## src/source/stream_if.sv

```systemverilog
`timescale 1ns/1ps
`default_nettype none

interface stream_if #(
    parameter int DATA_BYTES = 8
);
    logic                    tvalid;
    logic                    tready;
    logic [8*DATA_BYTES-1:0] tdata;
    logic [DATA_BYTES-1:0]   tkeep;
    logic                    tlast;

    // Beat moves when tvalid and tready are both high
    modport src (
        output tvalid, tdata, tkeep, tlast,
        input  tready
    );

    modport dst (
        input  tvalid, tdata, tkeep, tlast,
        output tready
    );

endinterface

`default_nettype wire

```

## src/source/pattern_matcher.sv

```systemverilog
`timescale 1ns/1ps
`default_nettype none

module pattern_matcher #(
    parameter int DATA_BYTES = 8,
    parameter int PAT_BYTES = 4
) (
    input  logic                   aclk,
    input  logic                   aresetn,

    input  logic                   cfg_valid,
    output logic                   cfg_ready,
    input  logic [8*PAT_BYTES-1:0] cfg_pattern,

    stream_if.dst                  data_in,

    output logic                   found_valid,
    input  logic                   found_ready,
    output logic                   found
);

    // Tail kept from the previous beat, then the current beat on top
    localparam int WIN = PAT_BYTES - 1;
    localparam int CAT = WIN + DATA_BYTES;

    logic [8*PAT_BYTES-1:0] pattern;
    logic [8*WIN-1:0]       win_data;
    logic [WIN-1:0]         win_keep;
    logic [8*CAT-1:0]       cat_data;
    logic [CAT-1:0]         cat_keep;
    logic                   in_packet;
    logic                   hit;
    logic                   hit_now;
    logic                   beat;
    logic                   cfg_load;

    // Pattern changes only between packets
    assign cfg_ready = ~in_packet & ~found_valid;
    assign cfg_load = cfg_valid & cfg_ready;

    // Hold off input while a verdict waits or a pattern loads
    assign data_in.tready = ~found_valid & ~cfg_load;
    assign beat = data_in.tvalid & data_in.tready;

    // Older bytes in the low lanes
    assign cat_data = {data_in.tdata, win_data};
    assign cat_keep = {data_in.tkeep, win_keep};

    // Every alignment of the pattern over window and beat
    always_comb begin
        hit_now = 1'b0;
        for (int p = 0; p <= CAT - PAT_BYTES; p++) begin
            if ((&cat_keep[p +: PAT_BYTES]) &&
                (cat_data[8*p +: 8*PAT_BYTES] == pattern)) begin
                hit_now = 1'b1;
            end
        end
    end

    always_ff @(posedge aclk or negedge aresetn) begin
        if (!aresetn) begin
            pattern <= '0;
            in_packet <= 1'b0;
            hit <= 1'b0;
            win_keep <= '0;
            found_valid <= 1'b0;
        end else begin
            if (cfg_load) begin
                pattern <= cfg_pattern;
            end
            if (found_valid && found_ready) begin
                found_valid <= 1'b0;
            end
            if (beat) begin
                if (data_in.tlast) begin
                    // Packet done, window starts empty for the next one
                    in_packet <= 1'b0;
                    hit <= 1'b0;
                    win_keep <= '0;
                    found_valid <= 1'b1;
                end else begin
                    in_packet <= 1'b1;
                    hit <= hit | hit_now;
                    win_keep <= cat_keep[CAT-1 -: WIN];
                end
            end
        end
    end

    always_ff @(posedge aclk) begin
        if (beat) begin
            win_data <= cat_data[8*CAT-1 -: 8*WIN];
            if (data_in.tlast) begin
                found <= hit | hit_now;
            end
        end
    end

endmodule

`default_nettype wire

```

## src/flat_wrapper.sv

```systemverilog
// flat-port wrapper written by rule: the top's interface ports become plain ports
module pattern_matcher_flat 
#(
    parameter int DATA_BYTES = 8,
    parameter int PAT_BYTES = 4
)
  (aclk, aresetn, cfg_valid, cfg_ready, cfg_pattern, found_valid, found_ready, found, data_in_tvalid, data_in_tdata, data_in_tkeep, data_in_tlast, data_in_tready);
  stream_if #(.DATA_BYTES(DATA_BYTES)) data_in_i ();
  input  logic aclk;
  input  logic aresetn;
  input  logic cfg_valid;
  output logic cfg_ready;
  input  logic [8*PAT_BYTES-1:0] cfg_pattern;
  output logic found_valid;
  input  logic found_ready;
  output logic found;
  input wire logic [$bits(data_in_i.tvalid)-1:0] data_in_tvalid;
  input wire logic [$bits(data_in_i.tdata)-1:0] data_in_tdata;
  input wire logic [$bits(data_in_i.tkeep)-1:0] data_in_tkeep;
  input wire logic [$bits(data_in_i.tlast)-1:0] data_in_tlast;
  output wire logic [$bits(data_in_i.tready)-1:0] data_in_tready;
  assign data_in_i.tvalid = data_in_tvalid;
  assign data_in_i.tdata = data_in_tdata;
  assign data_in_i.tkeep = data_in_tkeep;
  assign data_in_i.tlast = data_in_tlast;
  assign data_in_tready = data_in_i.tready;
  pattern_matcher #(.DATA_BYTES(DATA_BYTES), .PAT_BYTES(PAT_BYTES)) u_core (.aclk(aclk), .aresetn(aresetn), .cfg_valid(cfg_valid), .cfg_ready(cfg_ready), .cfg_pattern(cfg_pattern), .data_in(data_in_i), .found_valid(found_valid), .found_ready(found_ready), .found(found));
endmodule
```

## config.mk

```make
export PLATFORM = sky130hd
export DESIGN_NAME = pattern_matcher_flat
export DESIGN_NICKNAME = d
export VERILOG_FILES = /design/src/source/stream_if.sv /design/src/source/pattern_matcher.sv /design/src/flat_wrapper.sv
export SDC_FILE = /design/constraint.sdc
export NUM_CORES = 1
export LEC_CHECK = 0
export ABC_CLOCK_PERIOD_IN_PS = 1670
export BUFFER_PORTS_ARGS = -buffer_cell sky130_fd_sc_hd__clkbuf_2
export CAP_MARGIN = 30
export CORE_MARGIN = 2
export CORE_UTILIZATION = 40
export CTS_CLUSTER_SIZE = 20
export DETAILED_ROUTE_END_ITERATION = 6
export PLACE_DENSITY_LB_ADDON = 0.05
export SYNTH_ARGS = -nofsm -noshare
export SYNTH_HDL_FRONTEND = slang
export SYNTH_SLANG_ARGS = --single-unit
```

## constraint.sdc

```tcl
create_clock -name aclk -period 1.67 [get_ports aclk]
set_clock_uncertainty 0.05 [all_clocks]
set_input_delay 0.0835 -clock aclk [delete_from_list [all_inputs] [get_ports aclk]]
set_output_delay 0.0835 -clock aclk [all_outputs]
set_load 0.01 [all_outputs]
```

### Word-level counts from Yosys, hierarchy flattened

Cells that the tools add are included.

* eq/ne operators: 8
* multiplexer cells: 14
* bitwise gates (word level): 8
* reduce and logical (&&, ||, !) cells: 18

Operators by type and width (number)
* 32-bit == test: 8
* 4-bit AND reduction: 8
* 1-bit 2-to-1 mux: 13
* 1-bit logical AND: 9
* 1-bit AND: 4
* 3-bit 2-to-1 mux: 1
* 1-bit inverter: 3
* 2-bit AND reduction: 1
* 1-bit bitwise OR: 1

* register bits: 63
* input bits: 110
* output and inout bits: 4
* logic and storage cells: 55

### Longest topological paths before layout

* depth after elaboration: 12
* gate-level depth with buffers: 7
* gate-level depth less buffers: 7

### Worst setup path after synthesis

Ideal clock, no wire load.

* path type: register to register
* start point: register u_core.found_valid
* end point: register u_core.found (enable)
* library setup time: 0.295 ns
* arrival time: 1.717 ns
* data required time: 1.325 ns
* setup slack: -0.392 ns
* cell stages (with the launch flop): 7
* path buffers: 0
* period minus slack after synthesis: 2.062 ns
* cells stage by stage: dfrtp_1 > nor3b_2 > nor2_1 > nand2_1 > inv_1 > nand2_1 > inv_1

* word-level cells in the longest chain between the ends: 7

Ends and longest elaborated chain
* start: declaration: line pattern_matcher.sv:17 `output logic found_valid,`
* start signal: assignment: line pattern_matcher.sv:66 `found_valid <= 1'b0;`
* start signal: assignment: line pattern_matcher.sv:72 `found_valid <= 1'b0;`
* start signal: assignment: line pattern_matcher.sv:80 `found_valid <= 1'b1;`
* 1-bit inverter *: line pattern_matcher.sv:38, pattern_matcher.sv:42
* 1-bit AND: line pattern_matcher.sv:38 `assign cfg_ready = ~in_packet & ~found_valid;`
* 1-bit AND: line pattern_matcher.sv:39 `assign cfg_load = cfg_valid & cfg_ready;`
* 1-bit inverter: line pattern_matcher.sv:42 `assign data_in.tready = ~found_valid & ~cfg_load;`
* 1-bit AND *: line pattern_matcher.sv:42
* net data_in_tready: line flat_wrapper.sv:21 `output wire logic [$bits(data_in_i.tready)-1:0] data_in_tready;`
* 1-bit AND *: line pattern_matcher.sv:43 `assign beat = data_in.tvalid & data_in.tready;`
* net u_core.beat: line pattern_matcher.sv:34 `logic beat;`
* 2-bit AND reduction (no source line) *
* end signal: assignment: line pattern_matcher.sv:94 `found <= hit | hit_now;`
* end: declaration: line pattern_matcher.sv:19 `output logic found`

Mark *: on every way through the listed nets, which the timed path passes. The rest lies on a longest branch.
A chain may end at the register's enable or synchronous reset.

### Final worst setup path

* start point: register u_core.pattern[31]
* end point: register u_core.found, data pin

* word-level cells in the longest chain between the ends: 11
* elaborated cells between the ends (all ways): 25
* classes of those cells: eq/ne (8); mux (8); bitwise (1); reduce/logical (8)

Ends and longest elaborated chain
* start: declaration: line pattern_matcher.sv:26 `logic [8*PAT_BYTES-1:0] pattern;`
* start signal: assignment: line pattern_matcher.sv:69 `pattern <= cfg_pattern;`
* 32-bit == test: line pattern_matcher.sv:54 `(cat_data[8*p +: 8*PAT_BYTES] == pattern)) begin`
* 1-bit logical AND: line pattern_matcher.sv:53 `if ((&cat_keep[p +: PAT_BYTES]) &&`
* 1-bit 2-to-1 mux (7 in series): line pattern_matcher.sv:53
* 1-bit 2-to-1 mux *: line pattern_matcher.sv:53
* 1-bit bitwise OR *: line pattern_matcher.sv:94

Mark *: on every way between the ends. The rest lies on a longest branch, timed or not.

==> impl_metrics.py <==
metrics = {
    "detailed_routing": {
        "drtPass1Iterations": 5,
        "routedWlPerCell_um": 23.9,
        "totalWireLength_mm": 23.9,
        "drcViolationCount": 0,
        "drtIter0Drc": 491,
        "vias": 5177,
        "ant_nets": 0,
        "via_per_inst": 5.17,
    },
    "sta": {
        "fin_crit_ps": 2060,
        "setup_ws_ps": -394,
        "post-route-period-util_pct": 124,
        "maxSlewViolCount": 0,
        "rsz0062_at_grt": "true",
        "hold_violations": 0,
        "slew_headroom_pct": 63.6,
        "worstMarginPinSlew_ps": 547,
        "setup_viol": 2,
        "whs_ps": 36.4,
        "fmax_mhz": 484,
        "tns_ps": -786,
    },
    "global_route": {
        "grt_pass1_vias": 5474,
        "antenna_found_initial": 0,
        "grt.total_usage_pct": 34.6,
        "grt_max_degree": 33,
        "overflow": 0,
        "grt_pass1_wl_mm": 34.7,
    },
    "flow_run": {
        "max-cap-violations": 0,
    },
    "die": {
        "die_w_um": 119,
        "start_util_pct": 40.6,
        "io_pins": 114,
        "core-area_sq_um": 13100,
        "fp.dieH_um": 119,
        "die_area_sq_um": 14200,
        "num_rows": 42,
    },
    "synth": {
        "synth_seq_cells": 63,
        "synth.most_common_cell": "xor2_1",
        "synthCells": 516,
        "synth_cell_types": 21,
        "yosys_warnings": 0,
        "syn-num-nets": 626,
        "netlist.area_leader.share_pct": 39.0,
        "ys_dominant_reg_cell": "dfrtp_1",
        "synth_top_area_cell": "xor2_1",
        "seq_area_frac_synth_pct": 32.1,
        "synth_edf_count": 25,
        "syn_area_sq_um": 5310,
        "async_flop_share_pct": 60.3,
        "yosys-top-cells-count": "236 x xor2_1, 58 x nor4_1, 38 x dfrtp_1",
        "synth_area_per_cell_sq_um": 10.3,
        "synth_area_leaders": "xor2_1 39%, dfrtp_1 18%, edfxtp_1 14%",
    },
    "critical_path": {
        "r2r_slack_ps": -390,
        "r2r-end": "u_core.found$_DFFE_PP_",
        "r2r-start": "u_core.pattern[31]$_DFFE_PN0P_",
        "reg2reg_depth": 8,
        "path_class": "register to register",
        "worst_setup_path_end_kind": "register",
        "start_kind": "register",
        "cp.required_ps": 1690,
        "crit_start": "u_core.pattern[31]$_DFFE_PN0P_",
        "arrival_ps": 2090,
        "crit_end": "u_core.found$_DFFE_PP_",
        "cp_max_fo": 6,
    },
    "pwr": {
        "power_density_nw_per_um2": 1580,
        "peakVddDrop_mv": 1.32,
        "leakage_nw": 3.67,
    },
    "finish": {
        "drive_above_1_share_pct": 46.3,
        "nets": 930,
        "synthToLayoutAreaGrowth_pct": 56.5,
        "fin_util_pct": 63.5,
        "diodes": 0,
    },
    "placement": {
        "post-place-ws_ps": -830,
        "hpwl_mm": 19.2,
        "port_buffers": 113,
        "place.gp.congestion": 1.09,
    },
    "cts": {
        "htreeDepth": 3,
        "root_buffer": "clkbuf_16",
        "clock_path_buffers": 2,
        "clk_latency_ps": 350,
        "numCtsBuffers": 9,
        "cts_tree": "built",
        "cts.sinks": 63,
        "path_clk_slew_ps": 60,
    },
    "outcome": {
        "violations": "setup timing",
        "status": "finished, violations left",
    },
    "worst_hold_path": {
        "hold_class": "input port to register",
    },
}
sequential cells by signal (all words and copies together) (netlist names):
name / cells
u_core.pattern: 32
u_core.win_data: 24
u_core.hit: 1
u_core.found_valid: 1
u_core.in_packet: 1
u_core.found: 1
u_core.win_keep: 3
placed cells by master (no fill, tap or decap), drive strengths merged, types with 11 or more instances in the layout:
cell | netlist | layout
nand3 | 12 | 12
clkbuf | 0 | 125
edfxtp | 25 | 25
dfrtp | 38 | 38
nand4 | 20 | 20
xnor2 | 20 | 20
dlygate4sd3 | 0 | 54
buf | 35 | 161
nor2 | 11 | 11
xor2 | 236 | 236
nor4 | 60 | 60
mux2 | 32 | 32
cells by family (layout without fill, tap and decap cells):
logic type	Yosys count	in the layout	share of synthesized area [%]
buffers and inverters	39	348	5.02
AND/OR/NAND/NOR	123	123	13.6
multiplexers	32	32	6.79
XOR/XNOR	256	256	42.3
flip-flops	63	63	32.1
AO/OA/AOI/OAI	3	3	0.306
routing by layer:
metal	vias up	part of all wire, %	global-route usage [%]
met1	2519	44	45.7
met2	242	46	54.3
met3	47	6.3	6.90
met5	-	0	0
met4	0	4.2	16.3
li1	2369	-	-
power breakdown:
part	switching, mW	internal (mW)
logic	4.16	4.05
clock network	0.730	1.04
registers	0.973	2.15
total	5.87	7.24
final cells by class:
type                    count  area (sq um)
well taps                 176           220
multi-input cells         414          3620
clock inverters             4          22.5
fillers                  1100          4780
inverters                   4          18.8
repair buffers            328          2450
clock buffers              12           246
flip-flops and latches     63          1720
critical path, stage by stage, from the launching register on:
cell	delay [ps]
dfrtp_2	460
buf_6	150
buf_4	140
xor2_2	240
nor4_2	90
nand4_1	110
nor3_1	70
nor4_2	340
nand3_1	130
what timing repair did:
item	CTS	global route
gates resized for setup	51	9
pin swaps	17	8
setup buffers	12	5
hold endpoints to repair	69	0
hold buffers	54	0
setup endpoints to repair	2	5
through the flow:
stage,instances,power (mW),area (sq um)
6_report,1001,13.1,8300
5_1_grt,1001,13.7,8300
4_1_cts,996,12.8,8220
3_5_place_dp,914,10.3,7060
3_3_place_gp,914,10.3,7060
2_1_floorplan,516,6.85,5320
how the worst min path moves through the flow:
| stage | from | endpoint | slack (ps) | cells past startpoint |
|---|---|---|---|---|
| floorplan | aresetn | u_core.found_valid$_DFF_PN0_ | -260 | 0 |
| global placement | aresetn | u_core.pattern[26]$_DFFE_PN0P_ | 40 | 1 |
| detailed placement | aresetn | u_core.pattern[26]$_DFFE_PN0P_ | 40 | 1 |
| CTS | data_in_tdata[55] | u_core.win_data[15]$_DFFE_PP_ | 20 | 2 |
| global route | data_in_tdata[50] | u_core.win_data[10]$_DFFE_PP_ | 30 | 2 |
| finish | data_in_tdata[50] | u_core.win_data[10]$_DFFE_PP_ | 40 | 2 |
No activity file was read; power rests on OpenSTA's default activity.
