$ cat src/source/stream_if.sv
`timescale 1ns/1ps
`default_nettype none

interface stream_if #(
    parameter int DATA_BYTES = 8
);
    logic                    tvalid;
    logic                    tready;
    logic [8*DATA_BYTES-1:0] tdata;
    logic [DATA_BYTES-1:0]   tkeep;
    logic                    tlast;

    // Beat moves when tvalid and tready are both high
    modport src (
        output tvalid, tdata, tkeep, tlast,
        input  tready
    );

    modport dst (
        input  tvalid, tdata, tkeep, tlast,
        output tready
    );

endinterface

`default_nettype wire

$ cat src/source/packet_queue.sv
`timescale 1ns/1ps
`default_nettype none

module packet_queue #(
    parameter int DATA_BYTES = 8,
    parameter int QUEUE_DEPTH = 64
) (
    input  logic  aclk,
    input  logic  aresetn,
    stream_if.dst wr,
    stream_if.src rd
);

    localparam int ADDR_BITS = $clog2(QUEUE_DEPTH);

    logic [8*DATA_BYTES-1:0] mem_data [QUEUE_DEPTH];
    logic [DATA_BYTES-1:0]   mem_keep [QUEUE_DEPTH];
    logic                    mem_last [QUEUE_DEPTH];

    // Extra top bit tells full from empty
    logic [ADDR_BITS:0] wr_ptr;
    logic [ADDR_BITS:0] rd_ptr;
    logic               full;
    logic               empty;

    assign empty = (wr_ptr == rd_ptr);
    assign full = (wr_ptr[ADDR_BITS] != rd_ptr[ADDR_BITS]) &&
                  (wr_ptr[ADDR_BITS-1:0] == rd_ptr[ADDR_BITS-1:0]);

    assign wr.tready = ~full;
    assign rd.tvalid = ~empty;

    // Head entry read straight out of the array
    assign rd.tdata = mem_data[rd_ptr[ADDR_BITS-1:0]];
    assign rd.tkeep = mem_keep[rd_ptr[ADDR_BITS-1:0]];
    assign rd.tlast = mem_last[rd_ptr[ADDR_BITS-1:0]];

    always_ff @(posedge aclk or negedge aresetn) begin
        if (!aresetn) begin
            wr_ptr <= '0;
            rd_ptr <= '0;
        end else begin
            if (wr.tvalid && wr.tready) begin
                wr_ptr <= wr_ptr + 1'b1;
            end
            if (rd.tvalid && rd.tready) begin
                rd_ptr <= rd_ptr + 1'b1;
            end
        end
    end

    always_ff @(posedge aclk) begin
        if (wr.tvalid && wr.tready) begin
            mem_data[wr_ptr[ADDR_BITS-1:0]] <= wr.tdata;
            mem_keep[wr_ptr[ADDR_BITS-1:0]] <= wr.tkeep;
            mem_last[wr_ptr[ADDR_BITS-1:0]] <= wr.tlast;
        end
    end

endmodule

`default_nettype wire

$ cat src/flat_wrapper.sv
// flat-port wrapper written by rule: the top's interface ports become plain ports
module packet_queue_flat 
#(
    parameter int DATA_BYTES = 8,
    parameter int QUEUE_DEPTH = 64
)
  (aclk, aresetn, wr_tvalid, wr_tdata, wr_tkeep, wr_tlast, wr_tready, rd_tvalid, rd_tdata, rd_tkeep, rd_tlast, rd_tready);
  stream_if #(.DATA_BYTES(DATA_BYTES)) wr_i ();
  stream_if #(.DATA_BYTES(DATA_BYTES)) rd_i ();
  input  logic aclk;
  input  logic aresetn;
  input wire logic [$bits(wr_i.tvalid)-1:0] wr_tvalid;
  input wire logic [$bits(wr_i.tdata)-1:0] wr_tdata;
  input wire logic [$bits(wr_i.tkeep)-1:0] wr_tkeep;
  input wire logic [$bits(wr_i.tlast)-1:0] wr_tlast;
  output wire logic [$bits(wr_i.tready)-1:0] wr_tready;
  output wire logic [$bits(rd_i.tvalid)-1:0] rd_tvalid;
  output wire logic [$bits(rd_i.tdata)-1:0] rd_tdata;
  output wire logic [$bits(rd_i.tkeep)-1:0] rd_tkeep;
  output wire logic [$bits(rd_i.tlast)-1:0] rd_tlast;
  input wire logic [$bits(rd_i.tready)-1:0] rd_tready;
  assign wr_i.tvalid = wr_tvalid;
  assign wr_i.tdata = wr_tdata;
  assign wr_i.tkeep = wr_tkeep;
  assign wr_i.tlast = wr_tlast;
  assign wr_tready = wr_i.tready;
  assign rd_tvalid = rd_i.tvalid;
  assign rd_tdata = rd_i.tdata;
  assign rd_tkeep = rd_i.tkeep;
  assign rd_tlast = rd_i.tlast;
  assign rd_i.tready = rd_tready;
  packet_queue #(.DATA_BYTES(DATA_BYTES), .QUEUE_DEPTH(QUEUE_DEPTH)) u_core (.aclk(aclk), .aresetn(aresetn), .wr(wr_i), .rd(rd_i));
endmodule
$ cat config.mk
export PLATFORM = sky130hd
export DESIGN_NAME = packet_queue_flat
export DESIGN_NICKNAME = d
export VERILOG_FILES = /design/src/source/stream_if.sv /design/src/source/packet_queue.sv /design/src/flat_wrapper.sv
export SDC_FILE = /design/constraint.sdc
export NUM_CORES = 2
export LEC_CHECK = 0
export BUFFER_PORTS_ARGS = -buffer_cell sky130_fd_sc_hd__buf_4
export CORE_ASPECT_RATIO = 0.5
export CORE_MARGIN = 2
export CORE_UTILIZATION = 50
export CTS_CLUSTER_DIAMETER = 60
export CTS_CLUSTER_SIZE = 8
export DETAILED_ROUTE_END_ITERATION = 6
export PLACE_DENSITY = 0.65
export SKIP_CTS_REPAIR_TIMING = 1
export SLEW_MARGIN = 20
export SYNTH_ARGS = -nofsm -noshare
export SYNTH_HDL_FRONTEND = slang
export SYNTH_MEMORY_MAX_BITS = 65536
export SYNTH_SLANG_ARGS = --single-unit
$ cat constraint.sdc
create_clock -name aclk -period 5.2 [get_ports aclk]
set_input_delay 0.78 -clock aclk [delete_from_list [all_inputs] [get_ports aclk]]
set_output_delay 0.78 -clock aclk [all_outputs]
set_load 0.005 [all_outputs]
# Yosys cells after proc, flatten, opt, wreduce, memory -nomap -nowiden
# Memory sizes are Yosys's and may differ from the RTL's.
# Cells that the tools add are included.
[totals] regBits=14 inputBits=77 out_inout_bits=75 memories=3 ram_bits=4672 wordCells=17
[op_classes] addsub=2 n_eq_ne=3 reduce_logical=3 mux=2 n_bitwise=2
[mem_list] name="u_core.mem_data" words=64 width=64 rd=1 rd_ports_with_merged_regs=0 wr=1 line="packet_queue.sv:16" source="logic [8*DATA_BYTES-1:0] mem_data [QUEUE_DEPTH];"
[mem_list] name="u_core.mem_keep" words=64 width=8 rd=1 rd_ports_with_merged_regs=0 wr=1 line="packet_queue.sv:17" source="logic [DATA_BYTES-1:0] mem_keep [QUEUE_DEPTH];"
[mem_list] name="u_core.mem_last" words=64 width=1 rd=1 rd_ports_with_merged_regs=0 wr=1 line="packet_queue.sv:18" source="logic mem_last [QUEUE_DEPTH];"
[ops] op="7-bit by 1-bit adder with 7-bit output, second input constant" count=2
[ops] op="7-bit equality test" count=1
[ops] op="6-bit equality test" count=1
[ops] op="1-bit logical AND" count=3
[ops] op="1-bit two-way mux" count=2
[ops] op="1-bit inverter" count=2
[ops] op="1-bit inequality test" count=1

# Depth between registers and ports, before layout
[logic_depth] depth_word=6 mapped_depth=10 depth_no_buf=5

# Worst setup path before layout
# Ideal clock, no wire load.
[synth_timing] kind="reg-to-reg" start="register u_core.rd_ptr[3]" end="memory u_core.mem_data[57][0] in the netlist's numbering (enable)" required_ps=4695 t_arrival_ps=4739 period_less_slack_ps=5244 setup_ps=505 path_stages_with_launch=8 setup_slack_ps=-44 cell_sequence="dfrtp_1 -> buf_4 -> xnor2_1 -> nand4_1 -> o31ai_1 -> or4b_2 -> clkbuf_1 -> nor2_1"
[synth_between] elab_chain_len=6
[synth_rtl] element="start: declaration" line="packet_queue.sv:22" source="logic [ADDR_BITS:0] rd_ptr;"
[synth_rtl] element="start signal: assignment" line="packet_queue.sv:47" source="rd_ptr <= rd_ptr + 1'b1;"
[synth_rtl] element="6-bit equality test" line="packet_queue.sv:28" source="(wr_ptr[ADDR_BITS-1:0] == rd_ptr[ADDR_BITS-1:0]);"
[synth_rtl] element="1-bit logical AND" line="packet_queue.sv:27" source="assign full = (wr_ptr[ADDR_BITS] != rd_ptr[ADDR_BITS]) &&"
[synth_rtl] element="1-bit inverter" line="packet_queue.sv:30" source="assign wr.tready = ~full;"
[synth_rtl] element="1-bit logical AND" line="packet_queue.sv:53" source="if (wr.tvalid && wr.tready) begin"
[synth_rtl] element="1-bit two-way mux" line="packet_queue.sv:53"
[synth_rtl] element="1-bit two-way mux (not written as such)" line="packet_queue.sv:54" source="mem_data[wr_ptr[ADDR_BITS-1:0]] <= wr.tdata;"
[synth_rtl] element="end: declaration" line="packet_queue.sv:16"
# No other way between the ends.

# Worst setup path after layout
[layout_timing] start="register u_core.rd_ptr[1]" end="output rd_tkeep[2]"
[layout_between] elab_chain_len=1
[layout_rtl] element="memory 64 x 8 bit"
[layout_rtl] element="end: declaration" line="flat_wrapper.sv:19" source="output wire logic [$bits(rd_i.tkeep)-1:0] rd_tkeep;"
# No other way between the ends.

==> summary.md <==
| Metric | Value |
|---|---|
| Period utilization | `0.986` |
| WHS Path Cells | `3` |
| Met2 Use GR | `0.402` |
| Least-Margin Pin Slew | `1.22 ns` |
| Max-slew violations | `0` |
| Remaining antenna violation count after routing | `0` |
| Post-route setup slack | `0.0743 ns` |
| Critical path peak fanout | `134` |
| Largest family of logic cells by synthesized area | `multiplexers` |
| Grt total ovfl | `0` |
| CTS H-tree lvls | `6` |
| Number of global-route vias before repair | `86,900` |
| Port Buffers | `151` |
| Final total power | `110,000 uW` |
| Clk_skew | `0.0472 ns` |
| Peak VDD IR | `0.000746 V` |
| CP max stage cell | `dfrtp_4` |
| Final Hold Viols | `0` |
| Crit Path Category | `reg -> out` |
| Setup violations, final | `0` |
| WP data arrival | `4.35 ns` |
| Power share of the clock group | `0.343` |
| Achievable Freq | `195 MHz` |
| Synth Area in Compound Gates | `0.0269` |
| Worst EP required | `4.42 ns` |
| Distinct cells, synth | `52` |
| Total Die Area | `0.361 sq mm` |
| Simple-Gate Fraction of Synth Area | `0.00800` |
| Mapped Cells | `7,599` |
| Clk Latency, worst-skew pair | `0.98 ns` |
| Share of cells above drive strength 1 | `0.284` |
| Residual DRC | `0` |
| Initial antenna violation count | `27` |
| M1 GR Usage | `0.393` |
| M3 GR Usage | `0.0647` |
| Clk buf depth | `4` |
| Clk root buf | `clkbuf_16` |
| First-pass GRT wire length | `676,000 um` |
| Critical Path Max Stage Delay | `0.73 ns` |
| TritonCTS buffer count | `660` |
| Buf/Inv on CP | `2` |
| Register share of total power | `0.395` |
| CTS tree | `done` |
| Xor/xnor share of the synthesized area | `0.000936` |
| Synth Cell Area | `0.178 sq mm` |
| Sink Count | `4,686` |
| Hold crit path type | `in -> reg` |
| CP Launch Type | `flop` |
| Synth Net Count | `7,678` |
| Cell taking the most area after synthesis | `edfxtp_1` |
| Pre-CTS setup slack | `0.850 ns` |
| Synth top area share | `0.789` |
| Register area share after synthesis | `0.791` |
| Initial Util | `0.504` |
| DIE HEIGHT | `426 um` |
| Sw frac | `0.288` |
| DRT Pass-1 Iters | `6` |
| Slew margin rel. | `0.186` |
| EDFF count, synth | `4,672` |
| HPWL Detailed | `243,000 um` |
| I/O pin count | `152` |
| LEAKAGE | `0.0642 uW` |
| Net count, final | `8,333` |
| Synth Register Bits | `4,686` |
| Synth warn | `0` |
| Area delta synth->final | `14.7%` |
| Synth top area cells | `edfxtp_1 79%, mux4_2 14%, mux2i_1 2.1%` |
| Ys flop type | `edfxtp_1` |
| Combinational power share | `0.262` |
| # fillers | `24,900` |
| Max cap viols | `0` |
| Rows | `154` |
| CP Cell Sequence | `buf_16 -> mux4_2 -> o22ai_1 -> or2_2 -> nor3_1 -> and3_1 -> buf_4` |
| Worst-path clk slew | `0.05 ns` |
| PwrDens | `541 mW/mm^2` |
| Wire per inst | `37.1 um` |
| Largest net degree at the start of global routing | `135` |
| Placed cell count | `12,300` |
| Mean post-synth cell area | `23.4 sq um` |
| Top delay family on crit path | `simple AND/OR/NAND/NOR gates` |
| Gr usage total | `0.267` |
| Core footprint | `0.353 sq mm` |
| Grt peak-use layer | `met2` |
| Internal Power | `78,700 uW` |
| Fraction of synthesized area in multiplexers | `0.160` |
| Detailed Route Iter0 Violations | `13,200` |
| Register-to-Register Path Depth | `7` |
| Final Critical Period | `5.13 ns` |
| Synth Area in Adders | `0.000141` |
| Gpl congestion | `0.786` |
| Via count | `88,300` |
| Ys async rst share | `0.00299` |
| CP Depth | `7` |
| Final std cells w/o fill | `13,100` |
| Outcome | `finished, final reports clean` |
| Die width | `847 um` |
| Post-Route WL | `486,000 um` |
| Psw | `31,700 uW` |
| Vias per cell | `6.75` |
| Crit end category | `output pin` |
| Setup TNS | `0 ns` |
[area by class of cell]
cell class	count	area (sq um)	area share
inverter	4	20.0	0.0000981
clock inverter	31	464	0.00227
tap	4758	5950	0.0292
timing repair buffer	441	4310	0.0211
antenna	8	20.0	0.0000981
clock buffer	704	17100	0.0840
sequential	4686	141000	0.689
multi-input combinational	2461	35500	0.174
[worst paths after layout]
check | start | end | slack (ns)
min in group asynchronous | aresetn | u_core.rd_ptr[1] | 0.34
min | wr_tvalid | u_core.wr_ptr[0] | 0.31
max reg2reg | u_core.rd_ptr[0] | u_core.mem_data[32][12] | 0.96
max | u_core.rd_ptr[1] | rd_tkeep[2] | 0.07
max in group asynchronous | aresetn | u_core.rd_ptr[3] | 4.64
min reg2reg | u_core.wr_ptr[6] | u_core.wr_ptr[6] | 0.56
[flip-flops by register name (all words and copies together) (netlist names)]
name and count:
u_core.mem_keep 512, u_core.rd_ptr 7, u_core.mem_data 4096, u_core.mem_last 64
u_core.wr_ptr 7
[power groups by stage]
stage | registers (uW) | clock network [uW] | logic, uW
after CTS | 43600 | 38200 | 29000
after floorplan | 44000 | 0 | 18900
after global placement | 44200 | 0 | 28900
after global routing | 43700 | 39900 | 30300
final | 43600 | 37800 | 29000
after detailed placement | 44300 | 0 | 28900
[worst register-to-register path, delay by kind of cell, from the launching register on]
| kind | cells | cell delay (ns) |
|---|---|---|
| AOI/OAI and AO/OA | 1 | 0.19 |
| xor gates and xnor gates | 1 | 0.14 |
| buffers and inverters | 2 | 0.88 |
| DFF | 1 | 0.67 |
| and+or+nand+nor | 3 | 1.84 |
[stage by stage]
step           hold slack (ns)  utilization  instance area, sq um
4_1_cts                 -0.374        0.578                204000
6_report                 0.308        0.578                204000
5_1_grt                  0.303        0.578                204000
3_5_place_dp             0.528        0.528                186000
3_3_place_gp             0.518        0.528                186000
2_1_floorplan            0.484            -                178000
[kinds of logic (layout without fill, tap and decap cells)]
kind of cell,Yosys count,in the layout
compound gates,667,667
xor+xnor,19,19
fa+ha+maj,2,2
buf+inv,452,1180
flops,4686,4686
mux,1484,1484
other cells,0,8
simple gates,289,289
[cell usage in the layout (no fill, tap or decap), types with 6 or more instances in the layout]
master / Yosys / final
a211oi_1: 40 / 40
a21oi_1: 40 / 40
a221oi_1: 30 / 30
a22oi_1: 252 / 252
a32oi_1: 8 / 8
and3_1: 18 / 17
buf_12: 0 / 75
buf_4: 68 / 357
buf_6: 25 / 6
clkbuf_1: 181 / 22
clkbuf_16: 0 / 682
clkinv_8: 0 / 9
dfrtp_1: 14 / 8
dfrtp_4: 0 / 6
diode_2: 0 / 8
edfxtp_1: 4672 / 4672
inv_6: 0 / 14
mux2_2: 17 / 17
mux2i_1: 378 / 378
mux4_2: 1089 / 1089
nand2_1: 65 / 65
nand3_1: 49 / 49
nor2_1: 78 / 11
nor2_4: 0 / 67
nor3_1: 17 / 17
o211a_1: 40 / 40
o21ai_0: 23 / 23
o21ai_1: 61 / 61
o221ai_1: 54 / 54
o22ai_1: 107 / 107
or2_2: 17 / 17
xnor2_1: 16 / 16
[layer usage]
metal  vias up  part of all wire
met5         -          0.000095
met4         8             0.029
met3       818              0.11
met2      5558              0.46
met1     48100              0.40
li1      33900                 -
[synthesized netlist by cell type (18+ instances only)]
| library cell | n |
|---|---|
| nand3_1 | 49 |
| edfxtp_1 | 4672 |
| o21ai_1 | 61 |
| a21oi_1 | 40 |
| clkbuf_1 | 181 |
| buf_6 | 25 |
| o21ai_0 | 23 |
| buf_1 | 51 |
| nor2_1 | 78 |
| o221ai_1 | 54 |
| buf_4 | 68 |
| a22oi_1 | 252 |
| a221oi_1 | 30 |
| a211oi_1 | 40 |
| o211a_1 | 40 |
| mux2i_1 | 378 |
| mux4_2 | 1089 |
| buf_2 | 123 |
| o22ai_1 | 107 |
| and3_1 | 18 |
| nand2_1 | 65 |
Power figures use the tool's default switching activity.
