**config.mk**
```make
export PLATFORM = sky130hd
export DESIGN_NAME = forward_control_flat
export DESIGN_NICKNAME = d
export VERILOG_FILES = /design/src/source/filter_pkg.sv /design/src/source/request_if.sv /design/src/source/stream_if.sv /design/src/source/forward_control.sv /design/src/flat_wrapper.sv
export SDC_FILE = /design/constraint.sdc
export NUM_CORES = 1
export LEC_CHECK = 0
export BUFFER_PORTS_ARGS = -buffer_cell sky130_fd_sc_hd__buf_2
export CORE_AREA = 2 2 150 152
export CTS_CLUSTER_DIAMETER = 50
export DETAILED_ROUTE_END_ITERATION = 6
export DIE_AREA = 0 0 152 154
export PLACE_DENSITY_LB_ADDON = 0.12
export SYNTH_ARGS = -nofsm -noshare
export SYNTH_HDL_FRONTEND = slang
export SYNTH_SLANG_ARGS = --single-unit
export TNS_END_PERCENT = 1
```
**constraint.sdc**
```tcl
create_clock -name aclk -period 3.2 [get_ports aclk]
set_input_delay 0 -clock aclk [delete_from_list [all_inputs] [get_ports aclk]]
set_output_delay 0 -clock aclk [all_outputs]
set_load 0.01 [all_outputs]
```
**src/source/filter_pkg.sv**
```systemverilog
`default_nettype none

package filter_pkg;

    // RDMA write command field widths
    localparam int VADDR_BITS = 48;
    localparam int LEN_BITS = 28;
    localparam int QP_BITS = 24;

    // Drop notice length, also its count of valid low bytes
    localparam int NOTICE_BYTES = 4;

    // Forwarding FSM
    typedef enum logic [1:0] {
        IDLE = 2'd0,
        SEND = 2'd1,
        DROP = 2'd2
    } fwd_state_t;

endpackage

`default_nettype wire
```
**src/source/request_if.sv**
```systemverilog
`timescale 1ns/1ps
`default_nettype none

interface request_if #(
    parameter int DATA_BYTES = 8
);
    import filter_pkg::*;

    // Index of the final beat, so the low address bits are dropped
    localparam int LAST_BITS = LEN_BITS - $clog2(DATA_BYTES);

    logic                  valid;
    logic                  ready;
    logic [VADDR_BITS-1:0] vaddr;
    logic [LEN_BITS-1:0]   len;
    logic [QP_BITS-1:0]    qp;
    logic [LAST_BITS-1:0]  last_beat;

    modport src (output valid, vaddr, len, qp, last_beat, input ready);
    modport dst (input valid, vaddr, len, qp, last_beat, output ready);

endinterface

`default_nettype wire

```
**src/source/stream_if.sv**
```systemverilog
`timescale 1ns/1ps
`default_nettype none

interface stream_if #(
    parameter int DATA_BYTES = 8
);
    logic                    tvalid;
    logic                    tready;
    logic [8*DATA_BYTES-1:0] tdata;
    logic [DATA_BYTES-1:0]   tkeep;
    logic                    tlast;

    // Beat moves when tvalid and tready are both high
    modport src (
        output tvalid, tdata, tkeep, tlast,
        input  tready
    );

    modport dst (
        input  tvalid, tdata, tkeep, tlast,
        output tready
    );

endinterface

`default_nettype wire

```
**src/source/forward_control.sv**
```systemverilog
`timescale 1ns/1ps
`default_nettype none

module forward_control #(
    parameter int DATA_BYTES = 8
) (
    input  logic                             aclk,
    input  logic                             aresetn,

    request_if.dst                           req,

    input  logic                             found_valid,
    output logic                             found_ready,
    input  logic                             found,

    stream_if.dst                            queue,
    stream_if.src                            out,

    output logic                             cmd_valid,
    input  logic                             cmd_ready,
    output logic [filter_pkg::VADDR_BITS-1:0] cmd_vaddr,
    output logic [filter_pkg::LEN_BITS-1:0]   cmd_len,
    output logic [filter_pkg::QP_BITS-1:0]    cmd_qp
);
    import filter_pkg::*;

    localparam int LAST_BITS = LEN_BITS - $clog2(DATA_BYTES);
    localparam logic [DATA_BYTES-1:0] NOTICE_KEEP =
        DATA_BYTES'((64'd1 << NOTICE_BYTES) - 64'd1);

    fwd_state_t           state;
    logic [LAST_BITS-1:0] beat_cnt;
    logic [LAST_BITS-1:0] last_idx;
    logic                 notice_sent;
    logic                 drained;
    logic                 start;
    logic                 queue_xfer;
    logic                 out_xfer;
    logic                 final_beat;

    // Verdict, request and command slot all needed to start
    assign start = (state == IDLE) && found_valid && req.valid && cmd_ready;

    assign cmd_valid = start;
    assign found_ready = start;
    assign req.ready = start;

    assign cmd_vaddr = req.vaddr;
    assign cmd_qp = req.qp;
    assign cmd_len = found ? req.len : LEN_BITS'(NOTICE_BYTES);

    assign queue_xfer = queue.tvalid & queue.tready;
    assign out_xfer = out.tvalid & out.tready;
    assign final_beat = (beat_cnt == last_idx);

    always_comb begin
        queue.tready = 1'b0;
        out.tvalid = 1'b0;
        out.tdata = queue.tdata;
        out.tkeep = queue.tkeep;
        out.tlast = queue.tlast;
        case (state)
            SEND: begin
                queue.tready = out.tready;
                out.tvalid = queue.tvalid;
            end
            DROP: begin
                // Payload drains at full rate, notice goes out on its own
                queue.tready = ~drained;
                out.tvalid = ~notice_sent;
                out.tdata = '0;
                out.tkeep = NOTICE_KEEP;
                out.tlast = 1'b1;
            end
            default: begin
            end
        endcase
    end

    always_ff @(posedge aclk or negedge aresetn) begin
        if (!aresetn) begin
            state <= IDLE;
            beat_cnt <= '0;
            notice_sent <= 1'b0;
            drained <= 1'b0;
        end else begin
            case (state)
                IDLE: begin
                    if (start) begin
                        beat_cnt <= '0;
                        notice_sent <= 1'b0;
                        drained <= 1'b0;
                        state <= found ? SEND : DROP;
                    end
                end
                SEND: begin
                    if (queue_xfer) begin
                        if (final_beat) begin
                            state <= IDLE;
                        end else begin
                            beat_cnt <= beat_cnt + 1'b1;
                        end
                    end
                end
                DROP: begin
                    if (queue_xfer) begin
                        if (final_beat) begin
                            drained <= 1'b1;
                        end else begin
                            beat_cnt <= beat_cnt + 1'b1;
                        end
                    end
                    if (out_xfer) begin
                        notice_sent <= 1'b1;
                    end
                    if (drained && notice_sent) begin
                        state <= IDLE;
                    end
                end
                default: state <= IDLE;
            endcase
        end
    end

    always_ff @(posedge aclk) begin
        if (start) begin
            last_idx <= req.last_beat;
        end
    end

endmodule

`default_nettype wire

```
**src/flat_wrapper.sv**
```systemverilog
// flat-port wrapper written by rule: the top's interface ports become plain ports
module forward_control_flat import filter_pkg::*;
#(
    parameter int DATA_BYTES = 8
)
  (aclk, aresetn, found_valid, found_ready, found, cmd_valid, cmd_ready, cmd_vaddr, cmd_len, cmd_qp, req_valid, req_vaddr, req_len, req_qp, req_last_beat, req_ready, queue_tvalid, queue_tdata, queue_tkeep, queue_tlast, queue_tready, out_tvalid, out_tdata, out_tkeep, out_tlast, out_tready);
  request_if #(.DATA_BYTES(DATA_BYTES)) req_i ();
  stream_if #(.DATA_BYTES(DATA_BYTES)) queue_i ();
  stream_if #(.DATA_BYTES(DATA_BYTES)) out_i ();
  input  logic aclk;
  input  logic aresetn;
  input  logic found_valid;
  output logic found_ready;
  input  logic found;
  output logic cmd_valid;
  input  logic cmd_ready;
  output logic [filter_pkg::VADDR_BITS-1:0] cmd_vaddr;
  output logic [filter_pkg::LEN_BITS-1:0] cmd_len;
  output logic [filter_pkg::QP_BITS-1:0] cmd_qp;
  input wire logic [$bits(req_i.valid)-1:0] req_valid;
  input wire logic [$bits(req_i.vaddr)-1:0] req_vaddr;
  input wire logic [$bits(req_i.len)-1:0] req_len;
  input wire logic [$bits(req_i.qp)-1:0] req_qp;
  input wire logic [$bits(req_i.last_beat)-1:0] req_last_beat;
  output wire logic [$bits(req_i.ready)-1:0] req_ready;
  input wire logic [$bits(queue_i.tvalid)-1:0] queue_tvalid;
  input wire logic [$bits(queue_i.tdata)-1:0] queue_tdata;
  input wire logic [$bits(queue_i.tkeep)-1:0] queue_tkeep;
  input wire logic [$bits(queue_i.tlast)-1:0] queue_tlast;
  output wire logic [$bits(queue_i.tready)-1:0] queue_tready;
  output wire logic [$bits(out_i.tvalid)-1:0] out_tvalid;
  output wire logic [$bits(out_i.tdata)-1:0] out_tdata;
  output wire logic [$bits(out_i.tkeep)-1:0] out_tkeep;
  output wire logic [$bits(out_i.tlast)-1:0] out_tlast;
  input wire logic [$bits(out_i.tready)-1:0] out_tready;
  assign req_i.valid = req_valid;
  assign req_i.vaddr = req_vaddr;
  assign req_i.len = req_len;
  assign req_i.qp = req_qp;
  assign req_i.last_beat = req_last_beat;
  assign req_ready = req_i.ready;
  assign queue_i.tvalid = queue_tvalid;
  assign queue_i.tdata = queue_tdata;
  assign queue_i.tkeep = queue_tkeep;
  assign queue_i.tlast = queue_tlast;
  assign queue_tready = queue_i.tready;
  assign out_tvalid = out_i.tvalid;
  assign out_tdata = out_i.tdata;
  assign out_tkeep = out_i.tkeep;
  assign out_tlast = out_i.tlast;
  assign out_i.tready = out_tready;
  forward_control #(.DATA_BYTES(DATA_BYTES)) u_core (.aclk(aclk), .aresetn(aresetn), .req(req_i), .found_valid(found_valid), .found_ready(found_ready), .found(found), .queue(queue_i), .out(out_i), .cmd_valid(cmd_valid), .cmd_ready(cmd_ready), .cmd_vaddr(cmd_vaddr), .cmd_len(cmd_len), .cmd_qp(cmd_qp));
endmodule
```
== Word level (Yosys, flattened, before mapping) ==
Cells that the tools add are included.

* Add/subtract/negate cells: 1
* Multiply operators: 0
* Div/mod/pow operators: 0
* Magnitude comparators: 0
* Eq/ne operators: 12
* Shifts and indexed selects: 0
* Muxes and demuxes: 22
* Bitwise logic cells: 4
* Reductions and logical operators: 12

{| class="wikitable"
|+ Operators by type and width
! operator !! count
|-
| 25-bit two-way mux || 3
|-
| 64-bit two-way mux || 1
|-
| 25-bit case mux with 2 select lines || 1
|-
| 28-bit two-way mux || 1
|-
| 25-bit by 1-bit adder with 25-bit output (second input constant) || 1
|-
| 25-bit equality test || 1
|-
| 2-bit by 1-bit != test with 1-bit output (second input constant) || 7
|-
| 4-bit AND reduction || 3
|-
| 2-bit two-way mux || 5
|-
| 8-bit two-way mux || 1
|-
| 1-bit case mux with 2 select lines || 4
|-
| 2-bit case mux with 3 select lines || 1
|-
| 1-bit two-way mux || 5
|-
| 1-bit logical AND || 4
|-
| 2-bit != test (second input constant) || 2
|-
| 2-bit nonzero test || 2
|-
| 3-bit AND reduction || 1
|-
| 1-bit bitwise AND || 2
|-
| 2-bit by 1-bit equality test with 1-bit output (second input constant) || 1
|-
| 2-bit equality test (second input constant) || 1
|-
| 2-bit logical NOT || 1
|-
| 1-bit inverter || 2
|-
| 2-bit OR reduction || 1
|}

* Register bits after elaboration: 54
* Latch bits: 0
* Bits in writable memories: 0
* Bits in read-only memories: 0
* Bits of input ports: 206
* Output and inout bits: 178
* Logic and storage cells: 56
* Memories: 0

== Depth between registers and ports, before layout ==
Gate-level depths: netlist (run 1).

* Word-level depth: 6
* Mapped depth: 11
* Gate-level depth less buffers: 8

== Worst setup path before layout (run 1) ==
Ideal clock, no wire load.

* Kind: reg-to-reg
* Start point: register u_core.state[1]
* End point: register u_core.beat_cnt[11]
* Library setup time: 0.069 ns
* Arrival time: 2.047 ns
* Data required time: 3.131 ns
* Path slack: 1.084 ns
* Cell stages (with the launch flop): 10
* Buffers on the path: 2
* Period minus slack after synthesis: 2.116 ns
* Cells stage by stage: dfrtp_1 -> inv_1 -> ha_1 -> clkbuf_1 -> o211ai_1 -> a22oi_1 -> o21ai_2 -> buf_2 -> or4b_1 -> nand3_1

* Longest elaborated chain between the ends: 6
* Elaborated cells between the ends (all ways): 15
* Those cells by class: 5 x eq/ne; 2 x mux; 1 x bitwise; 7 x reduce/logical

{| class="wikitable"
|+ RTL lines
! element !! RTL line !! text
|-
| start: declaration || forward_control.sv:31 || <nowiki>fwd_state_t state;</nowiki>
|-
| start signal: assignment || forward_control.sv:93 || <nowiki>state <= found ? SEND : DROP;</nowiki>
|-
| branches (longest 6 deep; another with 4-bit AND reduction) || n/a ||
|-
| end signal: assignment || forward_control.sv:101 || <nowiki>beat_cnt <= beat_cnt + 1'b1;</nowiki>
|-
| end signal: assignment || forward_control.sv:110 || <nowiki>beat_cnt <= beat_cnt + 1'b1;</nowiki>
|-
| end: declaration || forward_control.sv:32 || <nowiki>logic [LAST_BITS-1:0] beat_cnt;</nowiki>
|}

Several ways; the timed one is not identified.
A chain may end at the register's enable or synchronous reset.

== Final worst setup path (run 1) ==
* Start point: register u_core.state[1]
* End point: register u_core.beat_cnt[22]

The elaborated chain is that of the path after synthesis.

==> impl_metrics.py, run 1 <==
metrics = {
    "pwr": {
        "peakVddDrop_mv": 0.259,
        "powerDensity_nw_per_um2": 649,
        "leakage_nw": 2.56,
    },
    "routing": {
        "dr.pass1.iters": 4,
        "drc_errors": 0,
        "drt_wl_total_mm": 17.1,
        "drt_iter0_drc": 237,
        "ant_nets": 0,
        "dr_total_vias": 3792,
        "post_drt_wl_per_cell_um": 18.6,
        "viasPerCell": 4.14,
    },
    "job": {
        "cap_violations": 0,
    },
    "sta": {
        "slew_violations": 0,
        "period_needed_ns": 2.56,
        "fin_worst_skew_ns": 0.0112,
        "setup_viol": 0,
        "rsz0062_at_grt": "false",
        "hold_slack_ns": 0.00000282,
        "slew_headroom_pct": 49.0,
        "hold_violations": 0,
        "worst_slack_ns": 0.635,
        "final.setup.tns_ns": 0,
        "worstMarginPinSlew_ns": 0.765,
        "fin_crit_sh_pct": 80.1,
        "fmaxAchievable_mhz": 390,
    },
    "logic_synthesis": {
        "syn_area_per_cell_um2": 8.95,
        "netlist_instances": 458,
        "synth_edf_count": 25,
        "ys_types": 41,
        "synth_area_um2": 4100,
        "yosysTopAreaCell": "edfxtp_1",
        "ys.flop_type": "dfrtp_1",
        "synthArstFlopShare_pct": 53.7,
        "synth_top_area_share_pct": 18.3,
        "ys_warn_count": 0,
        "ys_ff_latch": 54,
        "synth.area.top_cells": "edfxtp_1 (18%), dfrtp_1 (18%), buf_4 (14%)",
        "syn-num-nets": 669,
        "yosysSeqAreaShare_pct": 36.0,
    },
    "grt": {
        "gr-usage-all-layers_pct": 13.8,
        "grt_max_degree": 49,
        "grt-ovfl-total": 0,
        "grt_pass1_wl_mm": 24.6,
        "antenna_found_initial": 1,
        "grt_pass1_vias": 3926,
    },
    "final_layout": {
        "finalInstanceArea_um2": 5420,
        "drive_gt1_share_pct": 41.4,
        "fill_cells": 2367,
        "antenna_cells": 0,
        "area_delta_synth_final_pct": 32.3,
        "nNetsFinal": 846,
    },
    "floorplanning": {
        "core_um2": 21700,
        "die_area_um2": 23400,
        "ios": 384,
        "die_w_um": 152,
        "start_util_pct": 18.9,
        "rows": 54,
        "die-height_um": 154,
    },
    "clocking": {
        "clock-root-buffer": "clkbuf_16",
        "numCtsBuffers": 5,
        "cts_tree": "yes",
        "path_clk_slew_ns": 0.07,
        "insertion_delay_ns": 0.30,
        "cts.sinks": 54,
        "post_cts_buffers": 0,
        "clock_path_buffers": 2,
        "htreeDepth": 2,
    },
    "place": {
        "placed_area_um2": 4990,
        "hpwlAfterDp_mm": 14.1,
        "io_buffers": 239,
        "gp_congestion": 0.961,
        "pre_cts_slack_ns": 0.620,
    },
    "worst_hold_path": {
        "hold_path.class": "in2out",
    },
    "critical_path": {
        "end_kind": "register",
        "max_stage_delay_ns": 0.56,
        "worst_ep_arrival_time_ns": 2.79,
        "criticalPathCategory": "reg2reg",
        "crit_path_start_kind": "register",
        "crit_required_ns": 3.42,
        "path_cells": "inv_1, ha_1, o211ai_1, a22oi_1, o21ai_2, buf_4, or4b_1, nand3_1",
        "cp_slowest_cell": "or4b_1",
        "cp_max_fo": 48,
    },
    "outcome": {
        "status": "finished, final reports clean",
    },
}
[path summary, 6_finish.rpt]
check,cells after the start,start,endpoint,slack (ns)
min in group asynchronous,2,aresetn,u_core.beat_cnt[1]$_DFFE_PN0P_,0.32
min,0,req_qp[14],cmd_qp[14],0.000003
max,8,u_core.state[1]$_DFFE_PN0P_,u_core.beat_cnt[22]$_DFFE_PN0P_,0.64
min reg2reg,2,u_core.beat_cnt[1]$_DFFE_PN0P_,u_core.beat_cnt[1]$_DFFE_PN0P_,0.56
max in group asynchronous,2,aresetn,u_core.state[1]$_DFFE_PN0P_,2.39
max reg2reg,8,u_core.state[1]$_DFFE_PN0P_,u_core.beat_cnt[22]$_DFFE_PN0P_,0.64
[final cells by class]
cell class              instances  area (um^2)  share of cell area, %
clock buffers                   5          125                   2.31
clock inverters                 3         43.8                  0.808
inverters                       7         26.3                  0.485
multi-input cells             298         1910                   35.3
flip-flops and latches         54         1480                   27.2
well taps                     280          350                   6.46
repair buffers                269         1490                   27.4
[report_power, final]
group | switching [mW] | internal [mW]
clock network | 0.260 | 0.371
registers | 0.214 | 0.897
logic | 1.05 | 0.725
[worst max-delay path: cells and delay by family, from the launching register on]
family	cells	cell delay [ns]
simple gates	2	0.66
compound gates	3	0.65
fa+ha+maj	1	0.43
flops	1	0.38
buf+inv	2	0.38
[routing by layer]
layer	vias up	wire [um]	GRT usage (%)
met5	-	11	0.207
met4	2	700	6.32
met3	69	2470	8.96
met2	168	7440	20.9
met1	1736	6430	15.1
li1	1817	-	-
[synth_stat cells, types with 5 or more instances]
cell / number
and2_1: 29
and3_1: 5
buf_4: 74
clkbuf_1: 17
dfrtp_1: 29
edfxtp_1: 25
ha_1: 5
inv_1: 7
nand2_1: 39
nand3_1: 41
nand4_1: 7
nor2_1: 7
nor2b_1: 70
o211ai_1: 5
o21ai_0: 6
or2_2: 6
or4b_1: 16
xor2_1: 25
[cells in the final DEF (no fill, tap or decap), types with 6 or more instances in the layout]
master	count
nand4_1	7
nand3_1	41
nor2b_1	70
dlygate4sd3_1	26
or2_2	6
nand2_1	39
xor2_1	25
inv_1	7
dfrtp_1	29
nor2_1	7
and2_1	29
buf_2	239
edfxtp_1	25
or4b_1	16
o21ai_0	6
[per-stage QoR]
stage | instances | util, % | power [mW]
final | 916 | 25.0 | 3.52
after detailed placement | 882 | 23.0 | 2.90
after CTS | 916 | 25.0 | 3.58
after floorplan | 458 | - | 2.38
after global placement | 882 | 23.0 | 2.87
after global routing | 916 | 25.0 | 3.83
[cell families after synthesis]
| family | count (synthesis) | synth area share (%) |
|---|---|---|
| simple gates | 242 | 35.2 |
| compound gates | 23 | 3.82 |
| mux | 3 | 0.733 |
| buf+inv | 106 | 17.3 |
| fa+ha+maj | 5 | 1.53 |
| xor+xnor | 25 | 5.34 |
| flops | 54 | 36.0 |
[repair_timing]
item / in CTS / in global routing
gates resized for setup: 0 / 0
endpoints found under the hold margin: 54 / 0
setup endpoints to repair: 0 / 0
hold buffers: 26 / 0
[state kept, by name (all words and copies together) (netlist names)]
signal	cells
u_core.last_idx	25
u_core.state	2
u_core.notice_sent	1
u_core.drained	1
u_core.beat_cnt	25
(Power assumes the default switching activity.)
==> inputs of run 2 (changes only) <==
Settings changed: ABC_AREA from default to 1.
Clock period 3.2 ns to 2.5 ns, I/O delays scaled along.
==> run 2 against run 1 <==
  * Synthesized cell count up 64%
  * Sequential cell count unchanged
  * Clock power up 52%
  * Clock-buffer cell count up 1
  * Via count up 29%
  * Highest routed layer unchanged
==> impl_metrics.py, run 2 <==
metrics = {
    "routing": {
        "post_drt_wl_per_cell_um": 14.7,
        "drc_errors": 0,
        "drt_wl_total_mm": 17.9,
        "drt_iter0_drc": 191,
        "dr_total_vias": 4899,
        "viasPerCell": 4.03,
        "dr.pass1.iters": 4,
        "ant_nets": 0,
    },
    "clocking": {
        "clock-root-buffer": "clkbuf_16",
        "path_clk_slew_ns": 0.08,
        "htreeDepth": 2,
        "cts_tree": "yes",
        "numCtsBuffers": 5,
        "insertion_delay_ns": 0.31,
        "post_cts_buffers": 0,
        "cts.sinks": 54,
        "cts-resized-gates": 0,
        "clock_path_buffers": 2,
        "hold_buffers": 26,
    },
    "critical_path": {
        "cp_max_fo": 28,
        "cp_slowest_cell": "dfrtp_1",
        "crit_required_ns": 2.50,
        "cpMostUsedCell": "inv_1",
        "ff2ff_path_depth": 10,
        "worst-path-buf-inv": 4,
        "criticalPathCategory": "reg2out",
        "path_cells": "inv_1, ha_1, nand4_1, inv_1, buf_4, buf_2",
        "crit_path_start_kind": "register",
        "end_kind": "primary output",
        "crit_cells": 6,
        "critPathTopFamily": "buffers and inverters",
        "worst_ep_arrival_time_ns": 2.13,
        "max_stage_delay_ns": 0.40,
    },
    "grt": {
        "grt-ovfl-total": 0,
        "grt_pass1_wl_mm": 27.9,
        "antenna_found_initial": 3,
        "grt_max_degree": 76,
        "grt_pass1_vias": 5104,
        "gr-usage-all-layers_pct": 15.1,
    },
    "logic_synthesis": {
        "yosys-top-cells-count": "nand2_1 (201), inv_1 (144), nor2_1 (138), buf_4 (74)",
        "synth_top_area_share_pct": 16.0,
        "syn_area_per_cell_um2": 6.28,
        "synth.area.top_cells": "nand2_1 (16%), edfxtp_1 (16%), dfrtp_1 (15%)",
        "ys_ff_latch": 54,
        "synth_edf_count": 25,
        "ys.flop_type": "dfrtp_1",
        "syn-num-nets": 964,
        "yosysTopAreaCell": "nand2_1",
        "ys_warn_count": 0,
        "yosysMostFrequentCell": "nand2_1",
        "netlist_instances": 753,
        "ys_types": 32,
        "synthArstFlopShare_pct": 53.7,
        "yosysSeqAreaShare_pct": 31.2,
        "synth_area_um2": 4730,
    },
    "final_layout": {
        "stdcell_count": 1217,
        "mostFrequentLayoutCells": "buf_2 (239), nand2_1 (201), inv_1 (144)",
        "final_common_cell": "buf_2",
        "drive_gt1_share_pct": 29.2,
        "top_regs": "u_core.beat_cnt x25, u_core.last_idx x25, u_core.state x2",
        "nNetsFinal": 1145,
        "finalInstanceArea_um2": 6140,
        "area_delta_synth_final_pct": 29.9,
    },
    "worst_hold_path": {
        "hold_path.class": "in2out",
        "whs_path_depth": 0,
    },
    "place": {
        "dp.cells": 1181,
        "placed_area_um2": 5670,
        "hpwlAfterDp_mm": 14.0,
        "pre_cts_slack_ns": 0.494,
        "gp_congestion": 0.774,
        "io_buffers": 239,
    },
    "sta": {
        "worst_slack_ns": 0.370,
        "slew_violations": 0,
        "hold_violations": 0,
        "final.setup.tns_ns": 0,
        "setup_viol": 0,
        "fmaxAchievable_mhz": 469,
        "period_needed_ns": 2.13,
        "rsz0062_at_grt": "false",
        "fin_crit_sh_pct": 85.2,
        "worstMarginPinSlew_ns": 0.732,
        "slew_headroom_pct": 51.2,
        "fin_worst_skew_ns": 0.0122,
    },
    "floorplanning": {
        "ios": 384,
        "core_um2": 21700,
        "die-height_um": 154,
        "start_util_pct": 21.8,
        "die_w_um": 152,
        "die_area_um2": 23400,
        "rows": 54,
    },
    "job": {
        "cap_violations": 0,
    },
    "pwr": {
        "powerDensity_nw_per_um2": 634,
        "leakage_nw": 3.53,
        "fin_total_pwr_mw": 3.89,
        "peakVddDrop_mv": 0.550,
    },
    "outcome": {
        "status": "finished, final reports clean",
    },
}
run 2: kinds of logic (layout without fill, tap and decap cells):
kind of cell               after synthesis  after routing  synth area share (%)
and+or+nand+nor                        397            397                  34.8
DFF                                     54             54                  31.2
xor gates and xnor gates                14             14                  2.59
buffers and inverters                  249            431                  26.2
other                                    0              2                     0
adders and majority gates                5              5                  1.32
AOI/OAI and AO/OA                       34             34                  3.86
run 2: worst paths after layout:
path	startpoint	end	slack (ns)
setup / recovery	u_core.state[0]$_DFFE_PN0P_	req_ready	0.37
hold / removal	req_qp[21]	cmd_qp[21]	0.000004
setup reg to reg	u_core.beat_cnt[0]$_DFFE_PN0P_	u_core.beat_cnt[20]$_DFFE_PN0P_	0.52
hold reg to reg	u_core.state[0]$_DFFE_PN0P_	u_core.state[0]$_DFFE_PN0P_	0.52
max in group asynchronous	aresetn	u_core.beat_cnt[12]$_DFFE_PN0P_	1.74
min in group asynchronous	aresetn	u_core.beat_cnt[13]$_DFFE_PN0P_	0.29
run 2: metal layers:
| metal | up-vias | track usage [%] | part of all wire [%] |
|---|---|---|---|
| met3 | 25 | 6.54 | 9.8 |
| li1 | 2533 | - | - |
| met4 | 2 | 3.69 | 1.4 |
| met1 | 2153 | 16.2 | 39 |
| met5 | - | 0 | 0.073 |
| met2 | 186 | 27.4 | 50 |
run 2: area by class of cell:
type / instances / area, um^2
multi-input combinational: 450 / 2020
timing repair buffer: 273 / 1530
fill: 2487 / 15500
inverter: 150 / 563
clock inverter: 2 / 60.1
clock buffer: 6 / 139
sequential: 54 / 1480
tap: 280 / 350
antenna: 2 / 5.00
run 2: report_power, final:
group / total [mW] / switching [mW] / internal (mW)
registers: 1.05 / 0.0565 / 0.996
logic: 1.88 / 1.23 / 0.647
clock network: 0.957 / 0.354 / 0.603
total: 3.89 / 1.64 / 2.25
run 2: through the flow:
stage	hold WS (ns)	utilization (%)
6_report	0.00000446	28.3
4_1_cts	0.0000686	28.3
3_5_place_dp	0.0000686	26.2
3_3_place_gp	0.0000686	26.2
5_1_grt	0.0000136	28.3
2_1_floorplan	-0.296	-
